[config.mk]
export PLATFORM = sky130hd
export DESIGN_NAME = softermax
export DESIGN_NICKNAME = d
export VERILOG_FILES = /design/src/source/softermax_fmt_pkg.sv /design/src/source/softermax_ctl_pkg.sv /design/src/source/lane_drain_if.sv /design/src/source/row_distributor.sv /design/src/source/softermax_lane.sv /design/src/source/prob_collector.sv /design/src/source/softermax.sv
export SDC_FILE = /design/constraint.sdc
export NUM_CORES = 2
export LEC_CHECK = 0
export ABC_CLOCK_PERIOD_IN_PS = 20500
export BUFFER_PORTS_ARGS = -buffer_cell sky130_fd_sc_hd__buf_2
export CORE_MARGIN = 2
export CORE_UTILIZATION = 50
export CTS_CLUSTER_SIZE = 20
export DETAILED_ROUTE_END_ITERATION = 10
export GPL_ROUTABILITY_DRIVEN = 0
export PLACE_DENSITY = 0.66
export SLEW_MARGIN = 15
export SYNTH_ARGS = -nofsm -noshare
export SYNTH_HDL_FRONTEND = slang
export SYNTH_SLANG_ARGS = --single-unit
[constraint.sdc]
create_clock -name clk -period 20.5 [get_ports clk]
set_clock_uncertainty 0.2 [all_clocks]
set_input_delay 3.075 -clock clk [delete_from_list [all_inputs] [get_ports clk]]
set_output_delay 3.075 -clock clk [all_outputs]
set_load 0.01 [all_outputs]
[src/source/softermax_fmt_pkg.sv]
`default_nettype none

package softermax_fmt_pkg;

    // score word, signed Q5.2
    localparam int SCORE_W = 8;
    localparam int FRAC_W = 2;
    localparam int INT_W = SCORE_W - FRAC_W;

    // datapath widths
    localparam int UNORM_W = 16;
    localparam int DEN_W = 20;
    localparam int PROB_W = 8;

    typedef struct packed {
        logic signed [INT_W-1:0] int_part;
        logic [FRAC_W-1:0]       frac;
    } score_fld_t;

    // same 8 bits seen as a number or as its fields
    typedef union packed {
        logic signed [SCORE_W-1:0] raw;
        score_fld_t                fld;
    } score_u;

    // 2^(frac/4) scaled by 16, rounded
    function automatic logic [7:0] pow2_frac(input logic [FRAC_W-1:0] frac);
        logic [7:0] val;
        case (frac)
            2'd0:    val = 8'd16;
            2'd1:    val = 8'd19;
            2'd2:    val = 8'd23;
            default: val = 8'd27;
        endcase
        return val;
    endfunction

endpackage

`default_nettype wire

[src/source/softermax_ctl_pkg.sv]
`default_nettype none

package softermax_ctl_pkg;

    // per-lane row life cycle
    // idle -> accum while the row streams in
    // accum -> align for one walk over the buffers
    // align -> ready until the collector has popped every entry
    typedef enum logic [1:0] {
        LANE_IDLE  = 2'd0,
        LANE_ACCUM = 2'd1,
        LANE_ALIGN = 2'd2,
        LANE_READY = 2'd3
    } lane_state_e;

endpackage

`default_nettype wire

[src/source/lane_drain_if.sv]
`timescale 1ns/1ps
`default_nettype none

interface lane_drain_if
    import softermax_fmt_pkg::*;
    import softermax_ctl_pkg::*;
();

    lane_state_e        state;
    // aligned numerator of the current entry
    logic [UNORM_W-1:0] numer;
    logic [DEN_W-1:0]   denom;
    logic               last;
    // one-cycle strobe, advance to next entry
    logic               pop;

    modport lane (
        output state, numer, denom, last,
        input  pop
    );

    modport collector (
        input  state, numer, denom, last,
        output pop
    );

endinterface

`default_nettype wire

[src/source/row_distributor.sv]
`timescale 1ns/1ps
`default_nettype none

module row_distributor
    import softermax_fmt_pkg::*;
#(
    parameter int LANES   = 4,
    parameter int ROW_LEN = 8
) (
    input  logic             clk,
    input  logic             rst_n,
    input  logic             in_valid,
    input  score_u           in_score,
    input  logic [LANES-1:0] lane_idle,
    output logic             in_ready,
    output logic [LANES-1:0] lane_push,
    output score_u           lane_score,
    output logic             lane_first
);

    localparam int CNT_W = (ROW_LEN > 1) ? $clog2(ROW_LEN) : 1;
    localparam int PTR_W = (LANES > 1) ? $clog2(LANES) : 1;

    logic [CNT_W-1:0] elem_q;
    logic [PTR_W-1:0] ptr_q;
    logic             accept;

    // mid-row the target lane is accumulating and always takes data
    assign in_ready = (elem_q != '0) || lane_idle[ptr_q];
    assign accept = in_valid && in_ready;

    always_comb begin
        lane_push = '0;
        lane_push[ptr_q] = accept;
    end

    assign lane_score = in_score;
    assign lane_first = (elem_q == '0);

    always_ff @(posedge clk or negedge rst_n) begin
        if (!rst_n) begin
            elem_q <= '0;
            ptr_q <= '0;
        end else if (accept) begin
            if (elem_q == CNT_W'(ROW_LEN - 1)) begin
                elem_q <= '0;
                // row done, move on round-robin
                if (ptr_q == PTR_W'(LANES - 1)) begin
                    ptr_q <= '0;
                end else begin
                    ptr_q <= ptr_q + 1'b1;
                end
            end else begin
                elem_q <= elem_q + 1'b1;
            end
        end
    end

endmodule

`default_nettype wire

[src/source/softermax_lane.sv]
`timescale 1ns/1ps
`default_nettype none

module softermax_lane
    import softermax_fmt_pkg::*;
    import softermax_ctl_pkg::*;
#(
    parameter int ROW_LEN = 8
) (
    input  logic       clk,
    input  logic       rst_n,
    input  logic       push,
    input  score_u     score,
    input  logic       first,
    output logic       idle,
    lane_drain_if.lane drain
);

    localparam int CNT_W = (ROW_LEN > 1) ? $clog2(ROW_LEN) : 1;

    lane_state_e state_q;
    logic [CNT_W-1:0] idx_q;
    logic idx_end;
    logic take;

    // running max is one bit wider than int_part, ceil can reach +32
    logic signed [INT_W:0] max_q;
    logic [DEN_W-1:0] den_q;
    logic signed [INT_W:0] loc_max [ROW_LEN];
    logic [UNORM_W-1:0] val_mem [ROW_LEN];

    logic signed [INT_W:0] int_ext;
    logic signed [INT_W:0] ceil_c;
    logic signed [INT_W:0] max_new;
    logic [INT_W:0] u_shift;
    logic [INT_W:0] rise;
    logic [UNORM_W-1:0] u_base;
    logic [UNORM_W-1:0] u_val;
    logic [DEN_W-1:0] den_new;
    logic [INT_W:0] a_shift;

    assign idx_end = (idx_q == CNT_W'(ROW_LEN - 1));
    assign take = push && (state_q == LANE_IDLE || state_q == LANE_ACCUM);

    // ceiling of the integer part
    assign int_ext = {score.fld.int_part[INT_W-1], score.fld.int_part};
    assign ceil_c = int_ext + {{INT_W{1'b0}}, (score.fld.frac != '0)};

    always_comb begin
        if (first) begin
            max_new = ceil_c;
        end else if (ceil_c > max_q) begin
            max_new = ceil_c;
        end else begin
            max_new = max_q;
        end
    end

    // 2^(x - m) as table value times 2^8, shifted by the integer distance
    assign u_base = {pow2_frac(score.fld.frac), 8'h00};
    assign u_shift = max_new - int_ext;
    assign u_val = u_base >> u_shift;

    // rescale old sum when the max rises
    assign rise = first ? '0 : max_new - max_q;
    assign den_new = (first ? '0 : (den_q >> rise)) + DEN_W'(u_val);

    // distance from local max to final row max
    assign a_shift = max_q - loc_max[idx_q];

    always_ff @(posedge clk or negedge rst_n) begin
        if (!rst_n) begin
            state_q <= LANE_IDLE;
            idx_q <= '0;
        end else begin
            case (state_q)
                LANE_IDLE, LANE_ACCUM: begin
                    if (take) begin
                        if (idx_end) begin
                            state_q <= LANE_ALIGN;
                            idx_q <= '0;
                        end else begin
                            state_q <= LANE_ACCUM;
                            idx_q <= idx_q + 1'b1;
                        end
                    end
                end
                LANE_ALIGN: begin
                    if (idx_end) begin
                        state_q <= LANE_READY;
                        idx_q <= '0;
                    end else begin
                        idx_q <= idx_q + 1'b1;
                    end
                end
                LANE_READY: begin
                    if (drain.pop) begin
                        if (idx_end) begin
                            state_q <= LANE_IDLE;
                            idx_q <= '0;
                        end else begin
                            idx_q <= idx_q + 1'b1;
                        end
                    end
                end
                default: state_q <= LANE_IDLE;
            endcase
        end
    end

    always_ff @(posedge clk) begin
        if (take) begin
            max_q <= max_new;
            den_q <= den_new;
            loc_max[idx_q] <= max_new;
            val_mem[idx_q] <= u_val;
        end else if (state_q == LANE_ALIGN) begin
            // numerators are rewritten in place
            val_mem[idx_q] <= val_mem[idx_q] >> a_shift;
        end
    end

    assign idle = (state_q == LANE_IDLE);

    assign drain.state = state_q;
    assign drain.numer = val_mem[idx_q];
    assign drain.denom = den_q;
    assign drain.last = idx_end;

endmodule

`default_nettype wire

[src/source/prob_collector.sv]
`timescale 1ns/1ps
`default_nettype none

module prob_collector
    import softermax_fmt_pkg::*;
    import softermax_ctl_pkg::*;
#(
    parameter int LANES = 4
) (
    input  logic              clk,
    input  logic              rst_n,
    lane_drain_if.collector   drain [LANES],
    output logic              out_valid,
    output logic [PROB_W-1:0] out_prob,
    output logic              out_last
);

    localparam int PTR_W = (LANES > 1) ? $clog2(LANES) : 1;
    // numerator carries 8 extra fraction bits for the Q0.8 result
    localparam int QUO_W = UNORM_W + PROB_W;
    localparam int DIV_STEPS = QUO_W;
    localparam int STEP_W = $clog2(DIV_STEPS);

    logic [LANES-1:0] ready_v;
    logic [LANES-1:0] last_v;
    logic [UNORM_W-1:0] numer_v [LANES];
    logic [DEN_W-1:0] denom_v [LANES];

    logic [PTR_W-1:0] ptr_q;
    logic busy_q;
    logic [STEP_W-1:0] step_q;
    logic pop;
    logic step_end;

    logic last_q;
    logic [DEN_W-1:0] den_q;
    logic [DEN_W-1:0] rem_q;
    logic [QUO_W-1:0] dq_q;
    logic [DEN_W:0] rem_shift;
    logic [DEN_W:0] trial;
    logic [QUO_W-1:0] q_next;

    // flatten the interface array, it can only take constant indices
    for (genvar g = 0; g < LANES; g++) begin : g_tap
        assign ready_v[g] = (drain[g].state == LANE_READY);
        assign last_v[g] = drain[g].last;
        assign numer_v[g] = drain[g].numer;
        assign denom_v[g] = drain[g].denom;
        assign drain[g].pop = pop && (ptr_q == PTR_W'(g));
    end

    assign pop = !busy_q && ready_v[ptr_q];
    assign step_end = (step_q == STEP_W'(DIV_STEPS - 1));

    // one restoring step per cycle, quotient bits enter from the right
    assign rem_shift = {rem_q, dq_q[QUO_W-1]};
    assign trial = rem_shift - {1'b0, den_q};
    assign q_next = {dq_q[QUO_W-2:0], ~trial[DEN_W]};

    always_ff @(posedge clk or negedge rst_n) begin
        if (!rst_n) begin
            busy_q <= 1'b0;
            step_q <= '0;
            ptr_q <= '0;
            out_valid <= 1'b0;
            out_last <= 1'b0;
        end else begin
            out_valid <= 1'b0;
            out_last <= 1'b0;
            if (pop) begin
                busy_q <= 1'b1;
                step_q <= '0;
            end else if (busy_q) begin
                if (step_end) begin
                    busy_q <= 1'b0;
                    out_valid <= 1'b1;
                    out_last <= last_q;
                    // lane fully drained, rows stay in arrival order
                    if (last_q) begin
                        ptr_q <= (ptr_q == PTR_W'(LANES - 1)) ? '0 : ptr_q + 1'b1;
                    end
                end else begin
                    step_q <= step_q + 1'b1;
                end
            end
        end
    end

    always_ff @(posedge clk) begin
        if (pop) begin
            den_q <= denom_v[ptr_q];
            last_q <= last_v[ptr_q];
            rem_q <= '0;
            dq_q <= {numer_v[ptr_q], {PROB_W{1'b0}}};
        end else if (busy_q) begin
            rem_q <= trial[DEN_W] ? rem_shift[DEN_W-1:0] : trial[DEN_W-1:0];
            dq_q <= q_next;
        end
        if (busy_q && step_end) begin
            // clip to 255
            out_prob <= (|q_next[QUO_W-1:PROB_W]) ? '1 : q_next[PROB_W-1:0];
        end
    end

endmodule

`default_nettype wire

[src/source/softermax.sv]
`timescale 1ns/1ps
`default_nettype none

module softermax
    import softermax_fmt_pkg::*;
#(
    parameter int LANES   = 4,
    parameter int ROW_LEN = 8
) (
    input  logic               clk,
    input  logic               rst_n,
    input  logic               in_valid,
    input  logic [SCORE_W-1:0] in_score,
    output logic               in_ready,
    output logic               out_valid,
    output logic [PROB_W-1:0]  out_prob,
    output logic               out_last
);

    logic [LANES-1:0] lane_push;
    logic [LANES-1:0] lane_idle;
    score_u           lane_score;
    logic             lane_first;

    lane_drain_if drain [LANES] ();

    row_distributor #(
        .LANES   (LANES),
        .ROW_LEN (ROW_LEN)
    ) i_row_distributor (
        .clk        (clk),
        .rst_n      (rst_n),
        .in_valid   (in_valid),
        .in_score   (in_score),
        .lane_idle  (lane_idle),
        .in_ready   (in_ready),
        .lane_push  (lane_push),
        .lane_score (lane_score),
        .lane_first (lane_first)
    );

    for (genvar g = 0; g < LANES; g++) begin : g_lane
        softermax_lane #(
            .ROW_LEN (ROW_LEN)
        ) i_softermax_lane (
            .clk   (clk),
            .rst_n (rst_n),
            .push  (lane_push[g]),
            .score (lane_score),
            .first (lane_first),
            .idle  (lane_idle[g]),
            .drain (drain[g])
        );
    end

    prob_collector #(
        .LANES (LANES)
    ) i_prob_collector (
        .clk       (clk),
        .rst_n     (rst_n),
        .drain     (drain),
        .out_valid (out_valid),
        .out_prob  (out_prob),
        .out_last  (out_last)
    );

endmodule

`default_nettype wire

# Yosys cells after proc, flatten, opt, wreduce, memory -nomap -nowiden

Memories as Yosys holds them, arrays and structs flattened.
Cells that the tools add are included.
Widths: inputs -> output; s select.

Add/subtract/negate cells: 26
Magnitude comparators: 8
Eq/ne operators: 41
Shift operators: 12
Muxes and demuxes: 113
Bitwise operators: 8
Reduce and logical (&&, ||, !) cells: 44

Operator list:

| operator            | count |
|---|---|
| $mux 20             | 7 |
| $mux 16             | 6 |
| $shr 16x7->16       | 6 |
| $mux 7              | 12 |
| $add 20x16->20      | 4 |
| $shr 20x7->20       | 4 |
| $sub 7x7->7         | 8 |
| $mux 24             | 2 |
| $mux 2              | 22 |
| $bmux 20 s2         | 1 |
| $mux 3              | 13 |
| $pmux 3 s3          | 4 |
| $mux 1              | 33 |
| $bmux 16 s2         | 1 |
| $shr 13x7->16       | 2 |
| $gt 7x7->1          | 4 |
| $sub 7x6->7         | 4 |
| $eq 2x2->1 const B  | 12 |
| $ne 2x2->1 const B  | 12 |
| $pmux 2 s3          | 4 |
| $sub 21x20->21      | 1 |
| $reduce_and 4->1    | 5 |
| $reduce_or 16->1    | 1 |
| $add 3x1->3 const B | 5 |
| other kinds (27)    | 79 |

Flip-flop bits (word level): 216
Memory bits (writable): 736
Output and inout port bits: 11
Memories: 8

Memories:

| memory                             | words | bits a word | rd ports | clocked after Yosys merged registers in | write ports | line                 | text |
|---|---|---|---|---|---|---|---|
| g_lane[0].i_softermax_lane.val_mem | 8     | 16          | 1        | 0                                       | 1           | softermax_lane.sv:30 | `logic [UNORM_W-1:0] val_mem [ROW_LEN];` |
| g_lane[1].i_softermax_lane.val_mem | 8     | 16          | 1        | 0                                       | 1           | softermax_lane.sv:30 |  |
| g_lane[2].i_softermax_lane.val_mem | 8     | 16          | 1        | 0                                       | 1           | softermax_lane.sv:30 |  |
| g_lane[3].i_softermax_lane.val_mem | 8     | 16          | 1        | 0                                       | 1           | softermax_lane.sv:30 |  |
| g_lane[0].i_softermax_lane.loc_max | 8     | 7           | 1        | 0                                       | 1           | softermax_lane.sv:29 | `logic signed [INT_W:0] loc_max [ROW_LEN];` |
| g_lane[1].i_softermax_lane.loc_max | 8     | 7           | 1        | 0                                       | 1           | softermax_lane.sv:29 |  |
| +2 memories                        | --    | --          | --       | --                                      | --          | --                   |  |

# Depth between registers and ports, before layout

Depth in word-level cells: 10
Depth in mapped cells: 37
Depth with buffers taken out: 36

# By module

From an unflattened synthesis, not the netlist that was laid out.

Cell total of the unflattened synthesis: 4656
Area, all modules: 55021.5 µm²

Modules (own cells, without submodules):

| module                                      | instances | cells each | area each (µm²) |
|---|---|---|---|
| softermax_lane (g_lane[3].i_softermax_lane) | 1         | 1058       | 12400.6 |
| softermax_lane (g_lane[2].i_softermax_lane) | 1         | 1033       | 12353.1 |
| softermax_lane (g_lane[0].i_softermax_lane) | 1         | 1032       | 12323.1 |
| softermax_lane (g_lane[1].i_softermax_lane) | 1         | 1034       | 12284.3 |
| prob_collector                              | 1         | 453        | 5163.7 |
| row_distributor                             | 1         | 46         | 496.7 |

# Least setup slack after synthesis

No wires, ideal clock.

Path kind: input -> register
From: input in_score[1]
To: register g_lane[1].i_softermax_lane.den_q[18], data pin
Setup time: 0.266 ns
Data arrival time: 10.445 ns
Slack: 9.589 ns
Stages on the path: 33
Cells stage by stage: nor2_1 inv_1 ha_1 nand4_1 xnor2_1 ha_1 a21o_1 a2111o_1 o21ai_0 nand2_1 a21oi_1 ha_1 fa_1 nor2_1 clkbuf_1 buf_2 nand2_1 nand3_1 a21oi_1 and3_1 a31oi_1 a21oi_1 ha_1 fa_1 a21o_1 a211oi_1 nor2_1 o41ai_1 o21ai_0 o41a_1 nand3_1 nor3_1 xor2_1

Cells in the longest elaborated chain, start to end: 10

RTL lines:

| what                                             | line                  | text |
|---|---|---|
| start, declared                                  | softermax.sv:13       | `input logic [SCORE_W-1:0] in_score,` |
| $reduce_bool 2->1                                | softermax_lane.sv:47  | `assign ceil_c = int_ext + {{INT_W{1'b0}}, (score.fld.frac != '0)};` |
| $add 6x2->7                                      | softermax_lane.sv:47  |  |
| $gt 7x7->1                                       | softermax_lane.sv:52  | `end else if (ceil_c > max_q) begin` |
| $mux 7                                           | softermax_lane.sv:52  |  |
| $mux 7                                           | softermax_lane.sv:50  | `if (first) begin` |
| $sub 7x7->7                                      | softermax_lane.sv:65  | `assign rise = first ? '0 : max_new - max_q;` |
| $mux 7                                           | softermax_lane.sv:65  |  |
| $shr 20x7->20                                    | softermax_lane.sv:66  | `assign den_new = (first ? '0 : (den_q >> rise)) + DEN_W'(u_val);` |
| $mux 20                                          | softermax_lane.sv:66  |  |
| $add 20x16->20 (*)                               | softermax_lane.sv:66  |  |
| named net g_lane[1].i_softermax_lane.den_new[18] | softermax_lane.sv:39  | `logic [DEN_W-1:0] den_new;` |
| end signal, assigned                             | softermax_lane.sv:114 | `den_q <= den_new;` |
| end, declared                                    | softermax_lane.sv:28  | `logic [DEN_W-1:0] den_q;` |

Mark *: on every way through the listed nets, which the timed path passes. The rest lies on a longest branch.
A chain may end at the register's enable or synchronous reset.

# Worst setup path after layout

From: input in_score[0]
To: register g_lane[0].i_softermax_lane.den_q[18], data pin

Cells in the longest elaborated chain, start to end: 10

RTL lines:

| what                                             | line                  | text |
|---|---|---|
| $reduce_bool 2->1 (*)                            | softermax_lane.sv:47  |  |
| $add 6x2->7 (*)                                  | softermax_lane.sv:47  |  |
| $gt 7x7->1                                       | softermax_lane.sv:52  |  |
| $mux 7                                           | softermax_lane.sv:52  |  |
| $mux 7 (*)                                       | softermax_lane.sv:50  |  |
| named net g_lane[0].i_softermax_lane.max_new[1]  | softermax_lane.sv:34  | `logic signed [INT_W:0] max_new;` |
| $sub 7x7->7                                      | softermax_lane.sv:65  |  |
| $mux 7                                           | softermax_lane.sv:65  |  |
| $shr 20x7->20                                    | softermax_lane.sv:66  |  |
| $mux 20                                          | softermax_lane.sv:66  |  |
| $add 20x16->20 (*)                               | softermax_lane.sv:66  |  |
| named net g_lane[0].i_softermax_lane.den_new[18] | softermax_lane.sv:39  |  |
| end signal, assigned                             | softermax_lane.sv:114 |  |
| end, declared                                    | softermax_lane.sv:28  |  |

Marked as above.

==> results.yml <==
pwr:
  switchingPower_mw: 4.42
  p_clk_share_pct: 18.3
  power.density_nw_per_um2: 169
  p_int_mw: 5.52
  swShare_pct: 44.4
  p_leak_nw: 21.0
  combinationalPowerShare_pct: 54.9
  peakVddDrop_uv: 99.6
  seqPwrFrac_pct: 26.7
synthesis:
  synth_ff_type: "edfxtp_1"
  yosysUniqueCellTypes: 91
  ys_ff_latch: 952
  synthCells: 4500
  synthesis.area_um2: 53500
  async_flop_share_pct: 3.68
  yosysWarningCount: 0
  synth_edf_count: 889
  yosysSeqAreaShare_pct: 52.5
  syn_avg_cell_area_um2: 11.9
  synth_nets: 4722
detailed_routing:
  drt_iter0_drc: 4865
  vias: 38600
  wl_per_cell_um: 25.0
  ant_nets: 0
  wl_mm: 150
  via_per_inst: 6.43
  drc_errors: 0
  first_pass_iters: 7
placed_design:
  io_buffers: 21
  place_inst: 5816
  hpwl_mm: 106
grt:
  antenna_found_initial: 8
  grt_overflow: 0
  grtUsageMet2_pct: 40.1
  grt-busiest-layer: "met2"
  grt_max_degree: 52
  use_met3_pct: 4.07
  grt_pass1_vias: 36000
  grt_pass1_wl_mm: 225
  track_usage_pct: 26.8
  met1_usage_pct: 39.0
worst_hold_path:
  hold_class: "register to register"
  hold_path_end: "i_prob_collector.dq_q[0]$_SDFFE_PP0P_"
  hp-start: "i_prob_collector.dq_q[0]$_SDFFE_PP0P_"
  holdPathStages: 2
worst_setup_path:
  end_kind: "register"
  crit_fanout: 30
  worstSetupPathType: "primary input to register"
  crit_buf_inv: 4
  cpMostUsedCell: "nand2_1"
  regToRegSetupSlack_ns: 12.12
  crit_slowest_cell: "a2111oi_0"
  ff2ff_path_depth: 27
  critPathTopFamily: "compound AO/OA/AOI/OAI gates"
  r2r-start: "g_lane[2].i_softermax_lane.max_q[4]$_DFFE_PP_"
  cp-start-kind: "primary input"
  crit_required_ns: 20.74
  cpPeakStageDelay_ns: 0.82
  reg2reg_to: "g_lane[2].i_softermax_lane.drain.denom[18]$_DFFE_PP_"
  cp.arrival_ns: 12.35
timing:
  tightest_slew_ns: 1.26
  whs_ns: 0.272
  clock.fmax_mhz: 82.6
  period_needed_ns: 12.11
  rsz0062_at_grt: "false"
  hold_viol: 0
  maxSlewHeadroom_pct: 13.6
  setup_violations: 0
  setup-tns-final_ns: 0
  drv_slew: 0
  fin_crit_sh_pct: 59.1
cts:
  clk_latency_ns: 0.70
  clk_path_buf_depth: 3
  holdBufCountCts: 0
  ctsHtreeMaxLevel: 3
  cts_setup_buffers: 0
  cts.clk_slew.worst_paths_ns: 0.06
  cts_sinks: 952
  cts_root_buf: "clkbuf_16"
  cts_tree: "yes"
  post_cts_resized: 0
  cts-buffers-inserted: 99
finish:
  drive_gt1_share_pct: 13.7
  finalNetCount: 4736
  syn2layout_area_growth_pct: 9.80
  fillers: 8929
  instances_no_fill: 6001
die:
  die_x_um: 331
  start_util_pct: 50.2
  rows: 120
  core-area_um2: 107000
  die_area_um2: 110000
  ios: 22
  die_h_um: 331
run_status:
  status: "finished, final reports clean"
job:
  cap_violations: 0
==> power by group through the flow <==
stage | sequential [mW] | combinational [mW] | clock, mW
2_1_floorplan | 2.59 | 3.97 | 0
3_3_place_gp | 2.69 | 5.27 | 0
3_5_place_dp | 2.69 | 5.32 | 0
4_1_cts | 2.65 | 5.35 | 1.85
5_1_grt | 2.67 | 5.90 | 1.93
6_report | 2.66 | 5.46 | 1.82
==> synth_stat cells (all sizes together) (13+ instances only) <==
master,n,share of area [%]
a31oi,29,0.34
a221oi,71,1.2
nor3,132,1.2
o21ai,208,1.9
xnor2,84,1.4
a22o,19,0.31
dfxtp,28,1.0
o211ai,39,0.55
mux4,134,5.6
a21oi,186,1.7
clkbuf,159,1.1
o22a,19,0.31
nand4,18,0.21
or2,36,0.42
a211o,13,0.21
o22ai,35,0.41
dfrtp,35,1.6
mux2,123,2.6
inv,153,1.1
o2bb2ai,14,0.23
or4,13,0.19
a21o,32,0.45
a211oi,66,0.93
nand2b,46,0.54
xor2,38,0.62
edfxtp,889,50
a22oi,51,0.72
and3,41,0.48
nor2,368,2.6
a221o,18,0.34
fa,17,0.64
nor4,33,0.40
nand3,99,0.93
nand2,370,2.6
buf,61,0.48
o221ai,15,0.25
nor2b,76,0.89
or3,36,0.42
ha,194,4.5
mux2i,270,5.0
o21a,38,0.53
and2,25,0.29
==> worst min-delay path, stage by stage, from the launching register on <==
cell     delay, ns
dfxtp_1       0.32
nand2_1       0.05
o21ai_0       0.06
==> worst max-delay path by stage <==
stage | from | endpoint | slack [ns] | cells past startpoint
final | in_score[0] | g_lane[0].i_softermax_lane.drain.denom[18]$_DFFE_PP_ | 8.39 | 33
after global routing | in_score[0] | g_lane[1].i_softermax_lane.drain.denom[16]$_DFFE_PP_ | 7.85 | 35
after CTS | in_score[0] | g_lane[0].i_softermax_lane.drain.denom[18]$_DFFE_PP_ | 8.62 | 33
after detailed placement | in_score[0] | g_lane[0].i_softermax_lane.drain.denom[18]$_DFFE_PP_ | 7.91 | 33
after global placement | in_score[0] | g_lane[0].i_softermax_lane.drain.denom[18]$_DFFE_PP_ | 8.16 | 33
after floorplan | in_score[1] | g_lane[1].i_softermax_lane.drain.denom[18]$_DFFE_PP_ | 9.59 | 33
==> registers in the layout, indices dropped and copies added, names as in the netlist, 2 cells and up <==
register	flops
g_lane.i_softermax_lane.val_mem	512
g_lane.i_softermax_lane.loc_max	224
g_lane.i_softermax_lane.drain.denom	80
g_lane.i_softermax_lane.max_q	28
i_prob_collector.dq_q	24
i_prob_collector.den_q	20
i_prob_collector.rem_q	20
g_lane.i_softermax_lane.idx_q	12
g_lane.i_softermax_lane.drain.state	8
i_prob_collector.out_prob	8
i_prob_collector.step_q	5
i_row_distributor.elem_q	3
i_prob_collector.ptr_q	2
i_row_distributor.ptr_q	2
==> cell type report <==
class / count / area (µm²) / share of cell area (%)
diodes: 2 / 5.00 / 0.00851
clock buffers: 128 / 2650 / 4.51
inverters: 160 / 613 / 1.04
well taps: 1403 / 1760 / 2.99
multi-input cells: 3168 / 24000 / 40.9
repair buffers: 133 / 946 / 1.61
clock inverters: 55 / 634 / 1.08
flip-flops and latches: 952 / 28100 / 47.9
==> kinds of logic (layout without fill, tap and decap cells) <==
kind of cell / after synthesis / after routing / share of synthesized area (%)
AO/OA/AOI/OAI: 981 / 981 / 12.5
multiplexers: 527 / 527 / 13.3
buffers and inverters: 380 / 476 / 2.74
adder cells (fa/ha/maj): 211 / 211 / 5.17
flip-flops: 952 / 952 / 52.5
AND/OR/NAND/NOR: 1327 / 1327 / 11.7
XOR/XNOR: 122 / 122 / 2.01
other: 0 / 2 / 0
==> routing by layer <==
layer | share of wire, % | vias up
met3 | 8.6 | 334
met4 | 4.2 | 12
li1 | - | 17500
met5 | 0.057 | -
met2 | 44 | 1780
met1 | 43 | 19000
==> per-stage QoR <==
| step | area (µm²) | utilization [%] | setup WS [ns] | power [mW] |
|---|---|---|---|---|
| after global placement | 55500 | 52.1 | 8.16 | 7.96 |
| after detailed placement | 55500 | 52.1 | 7.91 | 8.01 |
| after global routing | 58800 | 55.1 | 7.85 | 10.5 |
| after CTS | 58800 | 55.1 | 8.62 | 9.85 |
| final | 58800 | 55.2 | 8.39 | 9.94 |
| after floorplan | 53500 | - | 9.59 | 6.56 |
==> placed cells by master (no fill, tap or decap), types with 28 or more instances in the layout <==
master,n
dfxtp_1,28
a21o_1,32
nand3_1,99
o211ai_1,39
mux4_2,134
xnor2_1,82
nor3_1,122
or2_2,35
nor2b_1,74
a221oi_1,71
clkbuf_16,101
nor4_1,30
buf_4,112
nand2_1,368
or3_1,36
and3_1,41
nand2b_1,45
a21oi_1,186
o21a_1,38
o21ai_0,206
a22oi_1,51
mux2i_1,270
ha_1,194
edfxtp_1,889
inv_1,151
mux2_2,123
o22ai_1,35
nor2_1,361
xor2_1,38
a211oi_1,66
a31oi_1,29
Note: power is estimated with default switching activity, not from simulation.
